==> config.mk <==
export PLATFORM = sky130hd
export DESIGN_NAME = lsu_subsys_top
export DESIGN_NICKNAME = d
export VERILOG_FILES = /design/src/design/lsu_pkg.sv /design/src/design/ls_dispatch.sv /design/src/design/ls_queue_slot.sv /design/src/design/ls_issue_select.sv /design/src/design/ls_address_unit.sv /design/src/design/lsu_subsys_top.sv
export SDC_FILE = /design/constraint.sdc
export NUM_CORES = 1
export LEC_CHECK = 0
export BUFFER_PORTS_ARGS = -buffer_cell sky130_fd_sc_hd__clkbuf_2
export CAP_MARGIN = 15
export CORE_ASPECT_RATIO = 2
export CORE_MARGIN = 5
export CORE_UTILIZATION = 50
export CTS_CLUSTER_DIAMETER = 50
export DETAILED_ROUTE_END_ITERATION = 16
export GPL_TIMING_DRIVEN = 0
export PLACE_DENSITY_LB_ADDON = 0.25
export REMOVE_ABC_BUFFERS = 1
export SLEW_MARGIN = 10
export SYNTH_ARGS = -nofsm -noshare
export SYNTH_HDL_FRONTEND = slang
export SYNTH_SLANG_ARGS = --single-unit
export TNS_END_PERCENT = 50
==> constraint.sdc <==
create_clock -name clk -period 5.3 [get_ports clk]
set_input_delay 0.53 -clock clk [delete_from_list [all_inputs] [get_ports clk]]
set_output_delay 0.53 -clock clk [all_outputs]
set_load 0.02 [all_outputs]
==> src/design/lsu_pkg.sv <==
`default_nettype none

package lsu_pkg;

    localparam int LSQ_DEPTH = 4;
    localparam int LSQ_IDX_W = $clog2(LSQ_DEPTH);
    localparam int NUM_PREGS = 64;
    localparam int PREG_W    = 6;
    localparam int ROB_IDX_W = 5;

    localparam logic [6:0] OP_LOAD  = 7'b0000011;
    localparam logic [6:0] OP_STORE = 7'b0100011;

    // funct3[1:0] is the size, funct3[2] means zero extension
    localparam logic [2:0] F3_LB  = 3'b000;
    localparam logic [2:0] F3_LH  = 3'b001;
    localparam logic [2:0] F3_LW  = 3'b010;
    localparam logic [2:0] F3_LBU = 3'b100;
    localparam logic [2:0] F3_LHU = 3'b101;
    localparam logic [2:0] F3_SB  = 3'b000;
    localparam logic [2:0] F3_SH  = 3'b001;
    localparam logic [2:0] F3_SW  = 3'b010;

    typedef struct packed {
        logic [11:0] imm;
        logic [4:0]  rs1;
        logic [2:0]  funct3;
        logic [4:0]  rd;
        logic [6:0]  opcode;
    } itype_t;

    typedef struct packed {
        logic [6:0] imm_hi;
        logic [4:0] rs2;
        logic [4:0] rs1;
        logic [2:0] funct3;
        logic [4:0] imm_lo;
        logic [6:0] opcode;
    } stype_t;

    // loads decode the word as I-type, stores as S-type
    typedef union packed {
        itype_t i;
        stype_t s;
    } inst_word_u;

    typedef struct packed {
        inst_word_u           inst;
        logic [PREG_W-1:0]    prs1;
        logic [PREG_W-1:0]    prs2;
        logic [PREG_W-1:0]    prd;
        logic [ROB_IDX_W-1:0] rob_idx;
    } renamed_inst_t;

    typedef struct packed {
        logic                 is_store;
        logic [2:0]           funct3;
        logic [PREG_W-1:0]    prs1;
        logic [PREG_W-1:0]    prs2;
        logic [PREG_W-1:0]    prd;
        logic [31:0]          imm;
        logic [ROB_IDX_W-1:0] rob_idx;
    } lsq_entry_t;

    typedef struct packed {
        logic [31:0] addr;
        logic [3:0]  rmask;
        logic [3:0]  wmask;
        logic [31:0] wdata;
    } dmem_req_t;

    typedef struct packed {
        logic                 valid;
        logic                 we;
        logic [PREG_W-1:0]    prd;
        logic [ROB_IDX_W-1:0] rob_idx;
        logic [31:0]          data;
    } ls_result_t;

endpackage

`default_nettype wire

==> src/design/ls_dispatch.sv <==
`timescale 1ns/1ps
`default_nettype none

module ls_dispatch
    import lsu_pkg::*;
(
    input  wire logic                 clk,
    input  wire logic                 arst_n,
    input  wire logic                 flush,
    input  wire logic                 disp_valid,
    input  wire renamed_inst_t        disp_inst,
    output logic      [LSQ_DEPTH-1:0] slot_wr,
    output lsq_entry_t                wr_entry
);

    logic [LSQ_IDX_W-1:0] tail;
    logic                 is_load;
    logic                 is_store;
    logic                 wr_en;

    assign is_load  = disp_inst.inst.i.opcode == OP_LOAD;
    assign is_store = disp_inst.inst.s.opcode == OP_STORE;
    assign wr_en    = disp_valid && !flush;

    always_comb
    begin
        wr_entry.is_store = is_store;
        // funct3 sits in the same bits in both formats
        wr_entry.funct3   = disp_inst.inst.i.funct3;
        wr_entry.prs1     = disp_inst.prs1;
        wr_entry.rob_idx  = disp_inst.rob_idx;
        if (is_store)
        begin
            wr_entry.imm    = {{20{disp_inst.inst.s.imm_hi[6]}},
                               disp_inst.inst.s.imm_hi, disp_inst.inst.s.imm_lo};
            wr_entry.prs2   = disp_inst.prs2;
            wr_entry.prd    = '0;
        end
        else
        begin
            wr_entry.imm    = {{20{disp_inst.inst.i.imm[11]}}, disp_inst.inst.i.imm};
            // loads carry no rs2
            wr_entry.prs2   = '0;
            wr_entry.prd    = disp_inst.prd;
        end
    end

    assign slot_wr = wr_en ? (LSQ_DEPTH'(1) << tail) : '0;

    // tail wraps at the power-of-two depth
    always_ff @(posedge clk or negedge arst_n)
    begin
        if (!arst_n)
            tail <= '0;
        else if (flush)
            tail <= '0;
        else if (wr_en)
            tail <= tail + 1'b1;
    end

    a_ldst_only: assert property (@(posedge clk) disable iff (!arst_n)
        disp_valid |-> (is_load || is_store));

endmodule

`default_nettype wire

==> src/design/ls_queue_slot.sv <==
`timescale 1ns/1ps
`default_nettype none

module ls_queue_slot
    import lsu_pkg::*;
(
    input  wire logic                 clk,
    input  wire logic                 arst_n,
    input  wire logic                 flush,
    input  wire logic                 wr,
    input  wire logic                 clr,
    input  wire lsq_entry_t           wr_entry,
    input  wire logic [NUM_PREGS-1:0] preg_valid,
    output lsq_entry_t                entry,
    output logic                      slot_valid,
    output logic                      slot_ready
);

    logic rs1_ok;
    logic rs2_ok;

    always_ff @(posedge clk or negedge arst_n)
    begin
        if (!arst_n)
            slot_valid <= 1'b0;
        else if (flush || clr)
            slot_valid <= 1'b0;
        else if (wr)
            slot_valid <= 1'b1;
    end

    always_ff @(posedge clk)
    begin
        if (wr)
            entry <= wr_entry;
    end

    // p0 is hardwired zero, never waits
    assign rs1_ok     = (entry.prs1 == '0) || preg_valid[entry.prs1];
    assign rs2_ok     = !entry.is_store || (entry.prs2 == '0) || preg_valid[entry.prs2];
    assign slot_ready = rs1_ok && rs2_ok;

    // tail and head only meet on an empty or full queue
    a_wr_clr_excl: assert property (@(posedge clk) disable iff (!arst_n)
        !(wr && clr));

endmodule

`default_nettype wire

==> src/design/ls_issue_select.sv <==
`timescale 1ns/1ps
`default_nettype none

module ls_issue_select
    import lsu_pkg::*;
(
    input  wire logic                              clk,
    input  wire logic                              arst_n,
    input  wire logic                              flush,
    input  wire logic                              disp_valid,
    input  wire logic                              mem_free,
    input  wire lsq_entry_t [LSQ_DEPTH-1:0]        slot_entries,
    input  wire logic       [LSQ_DEPTH-1:0]        slot_valid,
    input  wire logic       [LSQ_DEPTH-1:0]        slot_ready,
    output lsq_entry_t                             head_entry,
    output logic            [PREG_W-1:0]           rs1_idx,
    output logic            [PREG_W-1:0]           rs2_idx,
    output logic                                   issue,
    output logic            [LSQ_DEPTH-1:0]        slot_clr,
    output logic                                   lsq_full
);

    logic [LSQ_IDX_W-1:0] head;
    logic [LSQ_IDX_W:0]   count;

    assign head_entry = slot_entries[head];
    assign rs1_idx    = head_entry.prs1;
    assign rs2_idx    = head_entry.prs2;

    // strictly in order, a stalled head blocks everything behind it
    assign issue    = slot_valid[head] && slot_ready[head] && mem_free && !flush;
    assign slot_clr = issue ? (LSQ_DEPTH'(1) << head) : '0;
    assign lsq_full = count == (LSQ_IDX_W + 1)'(LSQ_DEPTH);

    always_ff @(posedge clk or negedge arst_n)
    begin
        if (!arst_n)
        begin
            head  <= '0;
            count <= '0;
        end
        else if (flush)
        begin
            head  <= '0;
            count <= '0;
        end
        else
        begin
            if (issue)
                head <= head + 1'b1;
            if (disp_valid && !issue)
                count <= count + 1'b1;
            else if (!disp_valid && issue)
                count <= count - 1'b1;
        end
    end

    a_count_bound: assert property (@(posedge clk) disable iff (!arst_n)
        count <= LSQ_DEPTH);

endmodule

`default_nettype wire

==> src/design/ls_address_unit.sv <==
`timescale 1ns/1ps
`default_nettype none

module ls_address_unit
    import lsu_pkg::*;
(
    input  wire logic        clk,
    input  wire logic        arst_n,
    input  wire logic        flush,
    input  wire logic        issue,
    input  wire lsq_entry_t  head_entry,
    input  wire logic [31:0] rs1_val,
    input  wire logic [31:0] rs2_val,
    input  wire logic [31:0] dmem_rdata,
    input  wire logic        dmem_resp,
    output dmem_req_t        dmem_req,
    output logic             mem_free,
    output ls_result_t       result
);

    logic [31:0]          eff_addr;
    logic [1:0]           off;
    logic [3:0]           lane_mask;
    logic [31:0]          lane_data;
    logic                 outstanding;
    logic                 live;
    logic                 q_store;
    logic [2:0]           q_funct3;
    logic [1:0]           q_off;
    logic [PREG_W-1:0]    q_prd;
    logic [ROB_IDX_W-1:0] q_rob;
    logic [31:0]          shifted;
    logic [31:0]          load_data;

    assign eff_addr = rs1_val + head_entry.imm;
    assign off      = eff_addr[1:0];

    always_comb
    begin
        case (head_entry.funct3[1:0])
            2'b00:
            begin
                lane_mask = 4'b0001 << off;
                lane_data = {24'b0, rs2_val[7:0]} << {off, 3'b000};
            end
            2'b01:
            begin
                lane_mask = 4'b0011 << off;
                lane_data = {16'b0, rs2_val[15:0]} << {off, 3'b000};
            end
            2'b10:
            begin
                lane_mask = 4'b1111;
                lane_data = rs2_val;
            end
            default:
            begin
                lane_mask = 4'b0000;
                lane_data = '0;
            end
        endcase
    end

    // request only exists in the issue cycle
    always_comb
    begin
        dmem_req = '0;
        if (issue)
        begin
            dmem_req.addr = {eff_addr[31:2], 2'b00};
            if (head_entry.is_store)
            begin
                dmem_req.wmask = lane_mask;
                dmem_req.wdata = lane_data;
            end
            else
            begin
                dmem_req.rmask = lane_mask;
            end
        end
    end

    // outstanding tracks the memory, live tracks whether the result is still wanted.
    // a flushed access keeps the port busy until its response drains.
    always_ff @(posedge clk or negedge arst_n)
    begin
        if (!arst_n)
        begin
            outstanding <= 1'b0;
            live        <= 1'b0;
        end
        else
        begin
            if (issue)
                outstanding <= 1'b1;
            else if (dmem_resp)
                outstanding <= 1'b0;
            if (flush || dmem_resp)
                live <= 1'b0;
            else if (issue)
                live <= 1'b1;
        end
    end

    assign mem_free = !outstanding;

    always_ff @(posedge clk)
    begin
        if (issue)
        begin
            q_store  <= head_entry.is_store;
            q_funct3 <= head_entry.funct3;
            q_off    <= off;
            q_prd    <= head_entry.prd;
            q_rob    <= head_entry.rob_idx;
        end
    end

    assign shifted = dmem_rdata >> {q_off, 3'b000};

    always_comb
    begin
        case (q_funct3)
            F3_LB:   load_data = {{24{shifted[7]}}, shifted[7:0]};
            F3_LBU:  load_data = {24'b0, shifted[7:0]};
            F3_LH:   load_data = {{16{shifted[15]}}, shifted[15:0]};
            F3_LHU:  load_data = {16'b0, shifted[15:0]};
            default: load_data = dmem_rdata;
        endcase
    end

    always_comb
    begin
        result.valid   = dmem_resp && live && !flush;
        result.we      = result.valid && !q_store;
        result.prd     = q_prd;
        result.rob_idx = q_rob;
        result.data    = q_store ? '0 : load_data;
    end

    a_resp_when_busy: assert property (@(posedge clk) disable iff (!arst_n)
        dmem_resp |-> !mem_free);

endmodule

`default_nettype wire

==> src/design/lsu_subsys_top.sv <==
`timescale 1ns/1ps
`default_nettype none

module lsu_subsys_top
    import lsu_pkg::*;
(
    input  wire logic                 clk,
    input  wire logic                 arst_n,
    input  wire logic                 flush,
    input  wire logic                 disp_valid,
    input  wire renamed_inst_t        disp_inst,
    input  wire logic [NUM_PREGS-1:0] preg_valid,
    output logic      [PREG_W-1:0]    rs1_idx,
    output logic      [PREG_W-1:0]    rs2_idx,
    input  wire logic [31:0]          rs1_val,
    input  wire logic [31:0]          rs2_val,
    output dmem_req_t                 dmem_req,
    input  wire logic [31:0]          dmem_rdata,
    input  wire logic                 dmem_resp,
    output logic                      lsq_full,
    output ls_result_t                result
);

    logic       [LSQ_DEPTH-1:0] slot_wr;
    lsq_entry_t                 wr_entry;
    lsq_entry_t [LSQ_DEPTH-1:0] slot_entries;
    logic       [LSQ_DEPTH-1:0] slot_valid;
    logic       [LSQ_DEPTH-1:0] slot_ready;
    logic       [LSQ_DEPTH-1:0] slot_clr;
    lsq_entry_t                 head_entry;
    logic                       issue;
    logic                       mem_free;

    ls_dispatch ls_dispatch_i (.*);

    for (genvar g = 0; g < LSQ_DEPTH; g++)
    begin : g_slot
        ls_queue_slot ls_queue_slot_i (
            .clk        (clk),
            .arst_n     (arst_n),
            .flush      (flush),
            .wr         (slot_wr[g]),
            .clr        (slot_clr[g]),
            .wr_entry   (wr_entry),
            .preg_valid (preg_valid),
            .entry      (slot_entries[g]),
            .slot_valid (slot_valid[g]),
            .slot_ready (slot_ready[g])
        );
    end

    ls_issue_select ls_issue_select_i (.*);

    ls_address_unit ls_address_unit_i (.*);

endmodule

`default_nettype wire

After elaboration in Yosys (flattened, before gate mapping)
Index checks and enable logic that the tools add are counted.
- logic and storage cells: 179
- bits of input ports: 220
- flip-flop bits (word level): 266
- multiplexer cells: 51
- shift operators: 7
- reduce and logical (&&, ||, !) cells: 58
- add/sub/neg operators: 5
- order comparisons: 9
- equal/unequal tests: 7
- operators with widths (operator ; count):
    $pmux 32 s4 ; 1
    $bmux 59 s2 ; 1
    $pmux 32 s3 ; 1
    $mux 72 ; 1
    $mux 59 ; 1
    $lt 6x7->1 const B ; 8
    $bmux 1 s6 ; 8
    $logic_not 6->1 ; 8
    $mux 44 ; 1
    $mux 36 ; 1
    $add 32x32->32 ; 1
    $mux 32 ; 1
    $shl 16x5->32 ; 1
    $shl 8x5->32 ; 1
    $shr 32x5->16 ; 1
    $mux 1 ; 22
    $logic_or 1x1->1 ; 17
    $reduce_bool 2->1 ; 8
    $logic_and 1x1->1 ; 13
    $mux 4 ; 3
    $pmux 4 s3 ; 1
    $shl 1x2->4 const A ; 3
    $eq 3x3->1 const B ; 3
    $logic_not 1->1 ; 9
    other kinds (15) ; 22

Depth between registers and ports, before layout
- depth after elaboration: 13
- depth in mapped cells: 16

Hierarchy
From an unflattened synthesis, not the netlist that was laid out.
- cell total of the unflattened synthesis: 1451
- area total of the unflattened synthesis: 18554.0 sq um
- by module, submodules not included (module ; area each (sq um) ; seq. area each (sq um) ; cells each ; instances):
    ls_queue_slot ; 2979.1 ; 1796.7 ; 160 ; 4
    ls_address_unit ; 3916.3 ; 560.5 ; 582 ; 1
    ls_issue_select ; 2060.7 ; 125.1 ; 149 ; 1
    ls_dispatch ; 660.6 ; 50.0 ; 80 ; 1

Worst setup path before layout
OpenSTA, ideal clock, no wires.
- path type: reg-to-output
- start: register ls_issue_select_i.head[0]
- end: output dmem_req[71] (netlist name)
- data arrival time: 4890 ps
- required time: 4770 ps
- path slack: -120 ps
- path buffers: 3
- cell stages (with the launch flop): 15
- path through: dfrtp_1 clkbuf_1 clkbuf_1 buf_1 mux4_2 ha_1 a21o_1 a21o_1 a221o_1 o211ai_1 nand2_1 a211oi_1 o31ai_1 o221a_2 a211oi_1
- RTL lines (element ; RTL line ; RTL):
    start, declared ; ls_issue_select.sv:23 ; logic [LSQ_IDX_W-1:0] head;
    start signal, assigned ; ls_issue_select.sv:50 ; head <= head + 1'b1;
    end, declared ; lsu_subsys_top.sv:17 ; output dmem_req_t dmem_req,

==> summary.txt <==
Outcome
  – Status: finished, final reports clean

Place
  – Area after DPL: 16500 um2
  – Port bufs: 342
  – Placer Congestion: 1.04
  – DP Wirelength: 38.0 mm

Timing
  – Clk_skew: 0.0144 ns
  – Worst-Margin Slew: 1.15 ns
  – Final TNS setup: 0 ns
  – Final worst-path cycle share: 0.960
  – Setup violators final: 0
  – RSZ-0062 raised after global routing: true
  – Post-layout minimum cycle time: 5.09 ns
  – Hold Vio Cnt, Final: 0
  – Relative slew slack: 0.232
  – Fmax: 197 MHz
  – Slew Limit Fails: 0

CTS
  – Clock Latency Late Sink: 0.44 ns
  – CTS clk-pin slew, worst paths: 0.08 ns
  – CTS tree: built
  – TritonCTS Buffers: 17
  – CTS H-tree lvls: 4
  – CTS root buf: clkbuf_16
  – CTS sink count: 186
  – Clock buffer depth: 2

Logic synthesis
  – Most used DFF post-synth: edfxtp_1
  – Syn Area/Cell: 12.1 um2
  – Top-area cell type share of the netlist area: 0.354
  – EDFF count, synth: 173
  – Syn Inst Count: 1214
  – Leading post-synthesis cells by cell area: edfxtp_1, mux4_2, mux2i_1
  – Yosys warns: 0
  – Distinct cells, synth: 71
  – Synth Register Bits: 186
  – Ys async rst share: 0.0699
  – Register area share after synthesis: 0.376
  – Post-Syn Area: 14700 um2
  – Synth area leader: edfxtp_1

Global route
  – First-pass GRT wire length: 75.0 mm
  – Gr ovfl total: 0
  – Vias in the first global route: 12539
  – GRT Overall Usage: 0.294
  – Antenna violations before repair: 5
  – Pin count of the biggest net entering global routing: 37

Die
  – Site Rows: 88
  – Core area: 29000 um2
  – Die X: 131 um
  – Io pins: 350
  – Die height: 252 um
  – Die area: 33100 um2
  – Initial core utilization: 0.507

Setup path
  – Crit path DAT: 4.56 ns
  – Crit-path cells: mux4_2 > mux4_2 > mux2i_1 > o311ai_0 > a32o_1 > o211ai_4 > inv_2 > and3_1 > clkbuf_2
  – CP startpoint kind: register
  – Worst setup path endpoint: dmem_req[66]
  – Req. time, crit path: 4.77 ns
  – Max incr delay on CP: 1.06 ns
  – Worst Path Max Fanout: 24
  – Slowest CP cell: edfxtp_1
  – Critical path capture point type: output port
  – Reg2reg path depth: 14
  – Cell seen most often among critical-path stages: mux4_2
  – Buf/Inv on CP: 2
  – WP depth: 9
  – FF-to-FF End: ls_issue_select_i.count[2]
  – WS Path Type: reg -> out
  – Reg-to-reg startpoint: g_slot[1].ls_queue_slot_i.entry[45]
  – Setup crit start: g_slot[0].ls_queue_slot_i.entry[49]
  – Cell family with most CP delay: multiplexers
  – R2r setup slk: 0.53 ns

Layout
  – Post-layout util: 0.601
  – Layout Area Growth over Synthesis: 18.6%
  – Commonest non-fill, non-tap cell in the layout: clkbuf_2
  – Most frequent cells in the layout: clkbuf_2, edfxtp_1, mux4_2, nor2_1, a21oi_1
  – Fin area: 17400 um2
  – Fraction of layout cells with a size suffix above 1: 0.396
  – Nets: 1764

Drt
  – Vias: 12453
  – Post-route ant nets: 0
  – DRC errors left: 0
  – Final WL: 50.3 mm
  – Via-to-Cell Ratio: 6.62
  – Drt wl/cell: 26.8 um
  – Initial drt markers: 963
  – Pre-antenna DRT Iters: 6

Pwr
  – Total power divided by cell area: 239 nW/um2
  – Total power: 4.17 mW
  – LEAKAGE: 6.79 nW
  – Worst VDD drop: 0.248 mV

Hold path
  – Hold path start: dmem_resp
  – Hold crit path type: in -> reg

Run
  – # Max-Cap Violations: 0
## synthesized netlist by cell type, types with 9 or more instances
master,number
edfxtp_1,173
mux4_2,163
nor2_1,105
a21oi_1,66
nand2_1,62
mux2i_1,55
inv_1,53
o21ai_0,52
ha_1,39
clkbuf_1,38
a22oi_1,29
nor2b_1,26
nand3_1,25
buf_2,24
nor3_1,24
a211oi_1,22
buf_4,19
buf_1,17
nor3b_1,14
dfrtp_1,13
xnor2_1,13
mux2_2,12
a21o_1,11
and2_1,11
and3_1,9
nor4_1,9
o211ai_1,9
## what timing repair did
action / in CTS / in global routing
endpoints found under the hold margin: 13 / 0
cloned: 0 / 1
endpoints found under the setup margin: 7 / 4
setup buffers: 2 / 11
gates resized for setup: 3 / 2
hold buffers: 1 / 0
## layer usage
layer / up-vias / part of all wire / wire [um] / global-route usage
li1: 5420 / - / - / -
met1: 6086 / 0.31 / 15600 / 0.298
met2: 775 / 0.55 / 27700 / 0.547
met3: 172 / 0.073 / 3650 / 0.0572
met4: 0 / 0.066 / 3320 / 0.181
met5: - / 0 / 0 / 0
## state kept, by name, indices dropped and copies added (netlist names)
name	cells
ls_address_unit_i.q_prd	6
ls_issue_select_i.head	2
ls_issue_select_i.count	3
ls_dispatch_i.tail	2
ls_address_unit_i.outstanding	1
ls_address_unit_i.q_store	1
ls_address_unit_i.q_funct3	3
ls_address_unit_i.q_off	2
ls_address_unit_i.live	1
g_slot.ls_queue_slot_i.entry	156
ls_address_unit_i.q_rob	5
g_slot.ls_queue_slot_i.slot_valid	4
## metrics by stage
step                hold WS, ns  setup WS, ns  cells
detailed placement        0.451        -0.203   1824
floorplan                 0.234        -0.383   1112
global placement          0.441         -2.03   1814
global route              0.272      -0.00237   1880
CTS                       0.260        0.0153   1858
finish                    0.275         0.212   1880
## power breakdown
group          internal [mW]  switching (mW)
registers               1.66          0.0647
clock network          0.629           0.608
logic                  0.541           0.667
total                   2.83            1.34
## area by class of cell
type / count / area [um2]
tap: 360 / 450
clock inverter: 14 / 151
sequential: 186 / 5530
inverter: 55 / 206
fill: 2378 / 11600
multi-input combinational: 872 / 8510
clock buffer: 17 / 425
antenna: 5 / 12.5
timing repair buffer: 371 / 2120
## worst reg2reg max path: cells and delay by family (launching register included)
kind	cells	cell delay, ns
AO/OA/AOI/OAI	6	1.76
flip-flops	1	1.01
buffers and inverters	2	0.65
multiplexers	2	0.50
adder cells (fa/ha/maj)	1	0.49
AND/OR/NAND/NOR	3	0.26
## how the worst min path moves through the flow
stage | end | slack, ns | cells past startpoint
global placement | ls_address_unit_i.live | 0.44 | 1
detailed placement | ls_address_unit_i.outstanding | 0.45 | 1
floorplan | g_slot[0].ls_queue_slot_i.slot_valid | 0.23 | 0
global route | ls_address_unit_i.live | 0.27 | 2
finish | ls_address_unit_i.live | 0.28 | 2
CTS | ls_address_unit_i.live | 0.26 | 2
## logic make-up (layout without fill, tap and decap cells)
logic type | Yosys count | after routing | share of synthesized area
mux | 231 | 232 | 0.299
other cells | 1 | 7 | 0.000255
buf+inv | 158 | 457 | 0.0499
compound gates | 263 | 263 | 0.120
flops | 186 | 186 | 0.376
simple gates | 312 | 312 | 0.106
fa+ha+maj | 41 | 41 | 0.0360
xor+xnor | 22 | 22 | 0.0141
Power figures use the tool's default switching activity.
